<file path="config.mk">
export PLATFORM = sky130hd
export DESIGN_NAME = send_recv_top
export DESIGN_NICKNAME = d
export VERILOG_FILES = /design/src/hdl/sr_pkg.sv /design/src/hdl/send_recv_engine.sv /design/src/hdl/send_recv_slave.sv /design/src/hdl/send_recv_top.sv
export SDC_FILE = /design/constraint.sdc
export NUM_CORES = 2
export LEC_CHECK = 0
export ABC_CLOCK_PERIOD_IN_PS = 3690
export BUFFER_PORTS_ARGS = -buffer_cell sky130_fd_sc_hd__buf_2
export CAP_MARGIN = 30
export CORE_UTILIZATION = 45
export CTS_CLUSTER_DIAMETER = 60
export DETAILED_ROUTE_END_ITERATION = 10
export MAX_ROUTING_LAYER = met4
export PLACE_DENSITY = 0.67
export SLEW_MARGIN = 20
export SYNTH_ARGS = -nofsm -noshare
export SYNTH_HDL_FRONTEND = slang
export SYNTH_SLANG_ARGS = --single-unit
</file>
<file path="constraint.sdc">
create_clock -name aclk -period 3.69 [get_ports aclk]
set_input_delay 0.369 -clock aclk [delete_from_list [all_inputs] [get_ports aclk]]
set_output_delay 0.369 -clock aclk [all_outputs]
set_load 0.005 [all_outputs]
</file>
<file path="src/hdl/sr_pkg.sv">
package sr_pkg;

  // ----------------------------------------------------------
  // bus geometry
  // ----------------------------------------------------------
  localparam int AXIL_DATA_BITS = 32;
  localparam int AXIL_ADDR_BITS = 6;                        // 16 word slots
  localparam int AXIL_STRB_BITS = AXIL_DATA_BITS / 8;
  localparam int AXIL_ADDR_LSB  = $clog2(AXIL_STRB_BITS);
  localparam int REG_IDX_BITS   = AXIL_ADDR_BITS - AXIL_ADDR_LSB;
  localparam int N_REGS         = 15;

  localparam logic [1:0] AXI_RESP_OKAY = 2'b00;

  // register map, word indexes
  localparam logic [REG_IDX_BITS-1:0] REG_CTRL       = 4'd0;  // write only
  localparam logic [REG_IDX_BITS-1:0] REG_STATUS     = 4'd1;  // read only
  localparam logic [REG_IDX_BITS-1:0] REG_USE_CONN   = 4'd2;
  localparam logic [REG_IDX_BITS-1:0] REG_USE_IP     = 4'd3;
  localparam logic [REG_IDX_BITS-1:0] REG_PKG_WORDS  = 4'd4;
  localparam logic [REG_IDX_BITS-1:0] REG_BASE_PORT  = 4'd5;
  localparam logic [REG_IDX_BITS-1:0] REG_BASE_IP    = 4'd6;
  localparam logic [REG_IDX_BITS-1:0] REG_XFER_SIZE  = 4'd7;
  localparam logic [REG_IDX_BITS-1:0] REG_IS_SERVER  = 4'd8;
  localparam logic [REG_IDX_BITS-1:0] REG_TIME_SEC   = 4'd9;
  localparam logic [REG_IDX_BITS-1:0] REG_TIME_CYC   = 4'd10;
  localparam logic [REG_IDX_BITS-1:0] REG_EXEC_CYC   = 4'd11; // stats, low word only
  localparam logic [REG_IDX_BITS-1:0] REG_CONS_BYTES = 4'd12;
  localparam logic [REG_IDX_BITS-1:0] REG_PROD_BYTES = 4'd13;
  localparam logic [REG_IDX_BITS-1:0] REG_OPEN_CYC   = 4'd14;

  // ----------------------------------------------------------
  // data side
  // ----------------------------------------------------------
  localparam int STREAM_DATA_BITS  = 64;
  localparam int STREAM_BYTES      = STREAM_DATA_BITS / 8;
  localparam int STREAM_BYTES_LOG2 = $clog2(STREAM_BYTES);
  localparam int CFG_BITS          = 32;
  localparam int STAT_BITS         = 64;

  localparam logic [STAT_BITS-1:0] STAT_BYTE_STEP = STREAM_BYTES;

  // ----------------------------------------------------------
  // structs
  // ----------------------------------------------------------
  typedef struct packed {
    logic [AXIL_ADDR_BITS-1:0] awaddr;
    logic                      awvalid;
    logic [AXIL_DATA_BITS-1:0] wdata;
    logic [AXIL_STRB_BITS-1:0] wstrb;
    logic                      wvalid;
    logic                      bready;
    logic [AXIL_ADDR_BITS-1:0] araddr;
    logic                      arvalid;
    logic                      rready;
  } axil_m2s_t;

  typedef struct packed {
    logic                      awready;
    logic                      wready;
    logic [1:0]                bresp;
    logic                      bvalid;
    logic                      arready;
    logic [AXIL_DATA_BITS-1:0] rdata;
    logic [1:0]                rresp;
    logic                      rvalid;
  } axil_s2m_t;

  typedef struct packed {
    logic [CFG_BITS-1:0]  pkg_word_count;
    logic [CFG_BITS-1:0]  transfer_size;   // bytes
    logic [CFG_BITS-1:0]  is_server;
    logic [STAT_BITS-1:0] time_in_cycles;  // 0 means no limit
  } my_cfg_t;

  // only stored here, consumed by the network stack
  typedef struct packed {
    logic [CFG_BITS-1:0] use_conn;
    logic [CFG_BITS-1:0] use_ip_addr;
    logic [CFG_BITS-1:0] base_port;
    logic [CFG_BITS-1:0] base_ip_addr;
    logic [CFG_BITS-1:0] time_in_seconds;
  } my_net_t;

  typedef struct packed {
    logic [STAT_BITS-1:0] execution_cycles;
    logic [STAT_BITS-1:0] consumed_bytes;
    logic [STAT_BITS-1:0] produced_bytes;
    logic [STAT_BITS-1:0] open_con_cycles;
  } my_stat_t;

endpackage

</file>
<file path="src/hdl/send_recv_engine.sv">
module send_recv_engine (
  input  logic                                aclk,
  input  logic                                aresetn,
  input  logic                                ap_start,
  output logic                                ap_done,
  input  sr_pkg::my_cfg_t                  cfg,
  output sr_pkg::my_stat_t                 stat,
  input  logic                                link_up,
  output logic                                tx_valid,
  output logic [sr_pkg::STREAM_DATA_BITS-1:0] tx_data,
  output logic                                tx_last,
  input  logic                                rx_valid,
  input  logic [sr_pkg::STREAM_DATA_BITS-1:0] rx_data
);

  // ----------------------------------------------------------
  // declarations
  // ----------------------------------------------------------
  typedef enum logic [1:0] {
    ST_IDLE,
    ST_OPEN,   // waiting for the link
    ST_RUN
  } state_t;

  state_t                      state;
  logic [sr_pkg::CFG_BITS-1:0] word_cnt;   // words sent so far, also the payload
  logic [sr_pkg::CFG_BITS-1:0] pkt_cnt;    // position inside the packet
  logic [sr_pkg::CFG_BITS-1:0] n_words;

  logic client;
  logic all_sent;
  logic last_word;
  logic pkt_end;
  logic time_hit;
  logic rx_done;
  logic end_now;

  // ----------------------------------------------------------
  // run decode
  // ----------------------------------------------------------
  assign client  = (cfg.is_server == '0);
  assign n_words = cfg.transfer_size >> sr_pkg::STREAM_BYTES_LOG2;

  assign all_sent  = (word_cnt >= n_words);
  assign last_word = (word_cnt == n_words - 1'b1);
  // pkg_word_count of 0 gives a single packet
  assign pkt_end   = (cfg.pkg_word_count != '0) &&
                     (pkt_cnt == cfg.pkg_word_count - 1'b1);

  assign time_hit = (cfg.time_in_cycles != '0) &&
                    (stat.execution_cycles == cfg.time_in_cycles);
  assign rx_done  = stat.consumed_bytes >=
                    {{(sr_pkg::STAT_BITS-sr_pkg::CFG_BITS){1'b0}}, cfg.transfer_size};
  assign end_now  = time_hit || rx_done;

  // ----------------------------------------------------------
  // state machine and statistics
  // ----------------------------------------------------------
  always_ff @(posedge aclk) begin
    if (!aresetn) begin
      state    <= ST_IDLE;
      ap_done  <= 1'b0;
      tx_valid <= 1'b0;
      tx_last  <= 1'b0;
      word_cnt <= '0;
      pkt_cnt  <= '0;
      stat     <= '0;
    end else begin
      tx_valid <= 1'b0;
      tx_last  <= 1'b0;

      if (tx_valid) begin
        stat.produced_bytes <= stat.produced_bytes + sr_pkg::STAT_BYTE_STEP;
      end

      case (state)
        ST_IDLE: begin
          if (ap_start) begin
            state    <= ST_OPEN;
            ap_done  <= 1'b0;
            word_cnt <= '0;
            pkt_cnt  <= '0;
            stat     <= '0;   // fresh counters per run
          end
        end

        ST_OPEN: begin
          if (link_up) begin
            state <= ST_RUN;
          end else begin
            stat.open_con_cycles <= stat.open_con_cycles + 1'b1;
          end
        end

        ST_RUN: begin
          if (end_now) begin
            state   <= ST_IDLE;
            ap_done <= 1'b1;
          end else begin
            stat.execution_cycles <= stat.execution_cycles + 1'b1;
            if (rx_valid) begin
              stat.consumed_bytes <= stat.consumed_bytes + sr_pkg::STAT_BYTE_STEP;
            end

            if (client) begin
              // one generated word per cycle until transfer_size is covered
              if (!all_sent) begin
                tx_valid <= 1'b1;
                tx_last  <= last_word || pkt_end;
                word_cnt <= word_cnt + 1'b1;
                pkt_cnt  <= pkt_end ? '0 : pkt_cnt + 1'b1;
              end
            end else begin
              tx_valid <= rx_valid;  // echo, tx_last stays low
            end
          end
        end

        default: state <= ST_IDLE;
      endcase
    end
  end

  // ----------------------------------------------------------
  // tx payload
  // ----------------------------------------------------------
  always_ff @(posedge aclk) begin
    if (client) begin
      tx_data <= {{(sr_pkg::STREAM_DATA_BITS-sr_pkg::CFG_BITS){1'b0}}, word_cnt};
    end else begin
      tx_data <= rx_data;  // one cycle echo
    end
  end

endmodule

</file>
<file path="src/hdl/send_recv_slave.sv">
module send_recv_slave (
  input  logic                aclk,
  input  logic                aresetn,
  input  sr_pkg::axil_m2s_t   axil_req,
  output sr_pkg::axil_s2m_t   axil_rsp,
  output logic                ap_start,
  input  logic                ap_done,
  output sr_pkg::my_cfg_t  cfg,
  output sr_pkg::my_net_t  net,
  input  sr_pkg::my_stat_t stat
);

  /* register map
     0  (wo) control, bit 0 starts a run
     1  (ro) status, bit 0 done
     2  to 10 (rw) configuration
     11 to 14 (ro) statistics, low 32 bits
  */

  // ----------------------------------------------------------
  // declarations
  // ----------------------------------------------------------
  logic [sr_pkg::REG_IDX_BITS-1:0] wr_idx;
  logic [sr_pkg::REG_IDX_BITS-1:0] rd_idx;
  logic                            wr_en;
  logic                            rd_en;

  logic                            aw_en;       // no write outstanding
  logic                            wr_ready_q;  // awready and wready together
  logic                            bvalid_q;
  logic                            arready_q;
  logic                            rvalid_q;
  logic [sr_pkg::AXIL_DATA_BITS-1:0] rdata_q;
  logic [sr_pkg::AXIL_DATA_BITS-1:0] rd_word;
  logic                            start_q;

  // configuration slots 2 to 10
  logic [sr_pkg::REG_TIME_CYC:sr_pkg::REG_USE_CONN][sr_pkg::AXIL_DATA_BITS-1:0] cfg_regs;

  // addresses are stable while valid is high, so decode straight from the bus
  assign wr_idx = axil_req.awaddr[sr_pkg::AXIL_ADDR_BITS-1:sr_pkg::AXIL_ADDR_LSB];
  assign rd_idx = axil_req.araddr[sr_pkg::AXIL_ADDR_BITS-1:sr_pkg::AXIL_ADDR_LSB];

  assign wr_en = wr_ready_q & axil_req.awvalid & axil_req.wvalid;
  assign rd_en = arready_q & axil_req.arvalid & ~rvalid_q;

  // ----------------------------------------------------------
  // write channel
  // ----------------------------------------------------------
  always_ff @(posedge aclk) begin
    if (!aresetn) begin
      wr_ready_q <= 1'b0;
      aw_en      <= 1'b1;
    end else begin
      if (!wr_ready_q && axil_req.awvalid && axil_req.wvalid && aw_en) begin
        wr_ready_q <= 1'b1;  // one cycle pulse
        aw_en      <= 1'b0;
      end else begin
        wr_ready_q <= 1'b0;
        if (bvalid_q && axil_req.bready) begin
          aw_en <= 1'b1;
        end
      end
    end
  end

  always_ff @(posedge aclk) begin
    if (!aresetn) begin
      bvalid_q <= 1'b0;
    end else if (wr_en) begin
      bvalid_q <= 1'b1;
    end else if (bvalid_q && axil_req.bready) begin
      bvalid_q <= 1'b0;
    end
  end

  // byte enabled config registers, other slots drop the data
  always_ff @(posedge aclk) begin
    if (!aresetn) begin
      cfg_regs <= '0;
    end else if (wr_en) begin
      case (wr_idx)
        sr_pkg::REG_USE_CONN, sr_pkg::REG_USE_IP, sr_pkg::REG_PKG_WORDS,
        sr_pkg::REG_BASE_PORT, sr_pkg::REG_BASE_IP, sr_pkg::REG_XFER_SIZE,
        sr_pkg::REG_IS_SERVER, sr_pkg::REG_TIME_SEC, sr_pkg::REG_TIME_CYC: begin
          for (int b = 0; b < sr_pkg::AXIL_STRB_BITS; b++) begin
            if (axil_req.wstrb[b]) begin
              cfg_regs[wr_idx][8*b +: 8] <= axil_req.wdata[8*b +: 8];
            end
          end
        end
        default: ;
      endcase
    end
  end

  // start pulse, clears itself the next cycle
  always_ff @(posedge aclk) begin
    if (!aresetn) begin
      start_q <= 1'b0;
    end else begin
      start_q <= wr_en && (wr_idx == sr_pkg::REG_CTRL) &&
                 axil_req.wstrb[0] && axil_req.wdata[0];
    end
  end

  // ----------------------------------------------------------
  // read channel
  // ----------------------------------------------------------
  always_ff @(posedge aclk) begin
    if (!aresetn) begin
      arready_q <= 1'b0;
    end else begin
      arready_q <= !arready_q && axil_req.arvalid && !rvalid_q;
    end
  end

  always_ff @(posedge aclk) begin
    if (!aresetn) begin
      rvalid_q <= 1'b0;
    end else if (rd_en) begin
      rvalid_q <= 1'b1;
    end else if (rvalid_q && axil_req.rready) begin
      rvalid_q <= 1'b0;
    end
  end

  always_comb begin
    rd_word = '0;  // control and unused slots
    case (rd_idx)
      sr_pkg::REG_STATUS: rd_word[0] = ap_done;
      sr_pkg::REG_USE_CONN, sr_pkg::REG_USE_IP, sr_pkg::REG_PKG_WORDS,
      sr_pkg::REG_BASE_PORT, sr_pkg::REG_BASE_IP, sr_pkg::REG_XFER_SIZE,
      sr_pkg::REG_IS_SERVER, sr_pkg::REG_TIME_SEC, sr_pkg::REG_TIME_CYC: begin
        rd_word = cfg_regs[rd_idx];
      end
      sr_pkg::REG_EXEC_CYC:   rd_word = stat.execution_cycles[sr_pkg::AXIL_DATA_BITS-1:0];
      sr_pkg::REG_CONS_BYTES: rd_word = stat.consumed_bytes[sr_pkg::AXIL_DATA_BITS-1:0];
      sr_pkg::REG_PROD_BYTES: rd_word = stat.produced_bytes[sr_pkg::AXIL_DATA_BITS-1:0];
      sr_pkg::REG_OPEN_CYC:   rd_word = stat.open_con_cycles[sr_pkg::AXIL_DATA_BITS-1:0];
      default: ;
    endcase
  end

  always_ff @(posedge aclk) begin
    if (rd_en) begin
      rdata_q <= rd_word;  // held until rready
    end
  end

  // ----------------------------------------------------------
  // outputs
  // ----------------------------------------------------------
  always_comb begin
    axil_rsp.awready = wr_ready_q;
    axil_rsp.wready  = wr_ready_q;
    axil_rsp.bresp   = sr_pkg::AXI_RESP_OKAY;
    axil_rsp.bvalid  = bvalid_q;
    axil_rsp.arready = arready_q;
    axil_rsp.rdata   = rdata_q;
    axil_rsp.rresp   = sr_pkg::AXI_RESP_OKAY;
    axil_rsp.rvalid  = rvalid_q;
  end

  assign ap_start = start_q;

  always_comb begin
    cfg.pkg_word_count = cfg_regs[sr_pkg::REG_PKG_WORDS];
    cfg.transfer_size  = cfg_regs[sr_pkg::REG_XFER_SIZE];
    cfg.is_server      = cfg_regs[sr_pkg::REG_IS_SERVER];
    // only 32 bits of the cycle limit are writable
    cfg.time_in_cycles = {{(sr_pkg::STAT_BITS-sr_pkg::AXIL_DATA_BITS){1'b0}},
                          cfg_regs[sr_pkg::REG_TIME_CYC]};
  end

  always_comb begin
    net.use_conn        = cfg_regs[sr_pkg::REG_USE_CONN];
    net.use_ip_addr     = cfg_regs[sr_pkg::REG_USE_IP];
    net.base_port       = cfg_regs[sr_pkg::REG_BASE_PORT];
    net.base_ip_addr    = cfg_regs[sr_pkg::REG_BASE_IP];
    net.time_in_seconds = cfg_regs[sr_pkg::REG_TIME_SEC];
  end

endmodule

</file>
<file path="src/hdl/send_recv_top.sv">
module send_recv_top (
  input  logic                                aclk,
  input  logic                                aresetn,
  input  sr_pkg::axil_m2s_t                   axil_req,
  output sr_pkg::axil_s2m_t                   axil_rsp,
  output sr_pkg::my_net_t                  net,
  input  logic                                link_up,
  output logic                                tx_valid,
  output logic [sr_pkg::STREAM_DATA_BITS-1:0] tx_data,
  output logic                                tx_last,
  input  logic                                rx_valid,
  input  logic [sr_pkg::STREAM_DATA_BITS-1:0] rx_data
);

  // ----------------------------------------------------------
  // slave to engine
  // ----------------------------------------------------------
  logic                ap_start;
  logic                ap_done;
  sr_pkg::my_cfg_t  cfg;
  sr_pkg::my_stat_t stat;

  send_recv_slave slave_i (
    .aclk     (aclk),
    .aresetn  (aresetn),
    .axil_req (axil_req),
    .axil_rsp (axil_rsp),
    .ap_start (ap_start),
    .ap_done  (ap_done),
    .cfg      (cfg),
    .net      (net),        // out to the network stack
    .stat     (stat)
  );

  send_recv_engine engine_i (
    .aclk     (aclk),
    .aresetn  (aresetn),
    .ap_start (ap_start),
    .ap_done  (ap_done),
    .cfg      (cfg),
    .stat     (stat),
    .link_up  (link_up),
    .tx_valid (tx_valid),
    .tx_data  (tx_data),
    .tx_last  (tx_last),
    .rx_valid (rx_valid),
    .rx_data  (rx_data)
  );

endmodule

</file>
==> impl_metrics.env <==
export IMPL_placementRows=96
export IMPL_netlist_area_leader_share=0.388
export IMPL_cp_end_kind="register"
export IMPL_cts_sinks=645
export IMPL_power_total_mw=15.4
export IMPL_initial_core_util=0.458
export IMPL_cts_clk_slew_worst_paths_ns=0.06
export IMPL_swShare=0.233
export IMPL_crit_top_cell="or4b_4"
export IMPL_ios=388
export IMPL_dieArea_um2=71300
export IMPL_p_comb_frac=0.038
export IMPL_fin_cells=5163
export IMPL_powerDensity_nw_per_um2=400
export IMPL_htreeDepth=3
export IMPL_synthFlopType="dfxtp_1"
export IMPL_ys_seq_area_frac=0.419
export IMPL_cp_data_arrival_time_ns=4.07
export IMPL_relSlewSlack=0.346
export IMPL_yosysWarnings=0
export IMPL_drv_cap=0
export IMPL_fin_nets=4347
export IMPL_async_flop_share=0
export IMPL_clockBufferDepth=3
export IMPL_drc=0
export IMPL_netlist_instances=3730
export IMPL_ys_seq_elements=645
export IMPL_reg2regPathDepth=12
export IMPL_die_w_um=267
export IMPL_wl_per_cell_um=22.9
export IMPL_drt_iter0_markers=3449
export IMPL_worst_pin_slew_ns=0.974
export IMPL_slew_violations=0
export IMPL_required_ns=4.22
export IMPL_power_switching_mw=3.58
export IMPL_wl_um=118000
export IMPL_intPower_mw=11.8
export IMPL_dp_cells=4943
export IMPL_synth_top_area_cell="dfxtp_1"
export IMPL_power_frac_seq=0.458
export IMPL_holdPathStages=3
export IMPL_path_max_fanout=32
export IMPL_worst_clock_skew_ns=0.0383
export IMPL_p_leak_nw=15.3
export IMPL_grt_pass1_wl_um=175000
export IMPL_layout_commonest_cell="dfxtp_1"
export IMPL_cpPeakStageDelay_ns=0.50
export IMPL_finalHoldViolCount=0
export IMPL_worstPathCellList="inv_1 -> ha_4 -> or4b_4 -> or3_1 -> or4_1 -> a22o_1 -> or4b_4 -> nor4_4 -> and4b_1 -> buf_12 -> a21oi_1 -> o21ai_1"
export IMPL_path_class="register to register"
export IMPL_final_cell_mix="dfxtp_1 (613), nand2_1 (410), nand3_1 (382), buf_2 (379), nor2_1 (324)"
export IMPL_min_period_ns=3.55
export IMPL_timing_final_crit_share=0.961
export IMPL_synth_distinct_cells=77
export IMPL_vdd_drop_max_mv=0.380
export IMPL_synth_area_um2=31600
export IMPL_dp_hpwl_um=87000
export IMPL_worst_path_max_delay_cell="or4_1"
export IMPL_holdCritPathClass="primary input to register"
export IMPL_grt_usage=0.333
export IMPL_antenna_found_initial=15
export IMPL_area_delta_synth_final_pct=21.6
export IMPL_die_y_um=267
export IMPL_ys_top_cells_by_area="dfxtp_1 (39%), nand3_1 (6.0%), nand2_1 (4.9%)"
export IMPL_gp_congestion=1.03
export IMPL_cp_start_kind="register"
export IMPL_routed_via_density=5.89
export IMPL_overflow=0
export IMPL_core_um2=69100
export IMPL_clock_power_share=0.504
export IMPL_synth_edf_count=32
export IMPL_status="finished clean"
export IMPL_syn_avg_cell_area_um2=8.48
export IMPL_clock_root_buffer="clkbuf_16"
export IMPL_grt_max_degree=166
export IMPL_ant_nets=0
export IMPL_num_vias=30426
export IMPL_max_freq_ghz=0.282
export IMPL_clk_latency_ns=0.65
export IMPL_dr_pass1_iters=5
export IMPL_drive_above_1_share=0.185
export IMPL_setup_violations=0
export IMPL_grt_pass1_vias=27946
export IMPL_numPortBuffers=379
export IMPL_cts_tree="built"
export IMPL_cts_buffers=76
synthesized netlist by cell type, types with 18 or more instances:
library cell,count
a221oi_1,32
ha_1,67
dfxtp_1,613
mux2_2,29
nor3_1,78
nand2b_1,18
inv_1,76
xnor2_1,146
xor2_1,124
nor4_1,68
nand2_1,411
edfxtp_1,32
a22oi_1,60
or3_1,27
mux4_2,32
nand3_1,382
and3_1,88
nor2b_1,43
nor2_1,327
o21ai_0,82
a21oi_1,301
nand4_1,79
clkbuf_1,240
mux2i_1,136
what timing repair did:
| item | in CTS | in global routing |
|---|---|---|
| buffers inserted | 0 | 1 |
| hold endpoints to repair | 68 | 0 |
| hold buffers | 68 | 0 |
| resized for setup | 0 | 5 |
| setup endpoints to repair | 0 | 50 |
sequential cells by signal (all words and copies together) (netlist names):
register	cells
engine_i.ap_done	1
engine_i.pkt_cnt	32
engine_i.stat	186
engine_i.state	2
engine_i.tx_data	64
engine_i.tx_last	1
engine_i.tx_valid	1
engine_i.word_cnt	32
slave_i.ap_start	1
slave_i.arready_q	1
slave_i.aw_en	1
slave_i.bvalid_q	1
slave_i.cfg	128
slave_i.net	160
slave_i.rdata_q	32
slave_i.rvalid_q	1
slave_i.wr_ready_q	1
path summary, 6_finish.rpt:
check	from	to	slack, ns
setup reg to reg	slave_i.cfg[129]	engine_i.pkt_cnt[2]	0.14
hold / removal	link_up	engine_i.state[1]	0.03
hold reg to reg	slave_i.aw_en	slave_i.wr_ready_q	0.45
setup / recovery	slave_i.cfg[129]	engine_i.pkt_cnt[2]	0.14
per-layer routing:
layer  wire length (µm)  GRT usage  up-vias  part of all wire
met5                  0          -        -                 0
met4               5520      0.146        0             0.047
met3              11100     0.0686      261             0.094
met2              51800      0.492     1543              0.44
met1              49700      0.438    14498              0.42
li1                   -          -    14124                 -
worst max-delay path, delay by kind of cell (launching register included):
family          cells  cell delay [ns]
buf+inv             2             0.28
flops               1             0.31
simple gates        6             2.24
compound gates      3             0.45
fa+ha+maj           1             0.14
through the flow:
step	cell area, µm²	utilization	hold WS [ns]	setup slack (ns)	setup TNS [ns]
floorplan	31700	-	0.418	-0.0127	-0.138
global placement	35100	0.509	0.431	0.0726	0
detailed placement	35100	0.509	0.434	0.0221	0
CTS	38400	0.556	0.00395	0.000955	0
global route	38400	0.557	0.0246	-0.00691	-0.00691
finish	38400	0.557	0.0264	0.143	0
layout make-up:
| type | instances | area [µm²] |
|---|---|---|
| Fill cell | 6310 | 30600 |
| Multi-Input combinational cell | 2743 | 17100 |
| Sequential cell | 645 | 13200 |
| Timing Repair Buffer | 616 | 4000 |
| Clock buffer | 109 | 2270 |
| Tap cell | 931 | 1160 |
| Clock inverter | 28 | 299 |
| Inverter | 77 | 299 |
| Antenna cell | 14 | 35.0 |
logic make-up after synthesis:
logic type                 count (synthesis)  share of synthesized area
AOI/OAI and AO/OA                        589                      0.112
xor gates and xnor gates                 271                     0.0755
adders and majority gates                 67                     0.0265
muxes                                    197                     0.0762
buffers and inverters                    345                     0.0431
and+or+nand+nor                         1615                      0.248
other                                      1                   0.000119
DFF                                      645                      0.419
power by group through the flow:
stage | combinational [mW] | clock (mW) | sequential (mW)
5_1_grt | 0.608 | 8.13 | 7.03
4_1_cts | 0.572 | 7.82 | 7.03
6_report | 0.589 | 7.75 | 7.03
3_3_place_gp | 0.513 | 0 | 7.19
3_5_place_dp | 0.514 | 0 | 7.19
2_1_floorplan | 0.285 | 0 | 7.19
No activity file was read; power rests on OpenSTA's default activity.
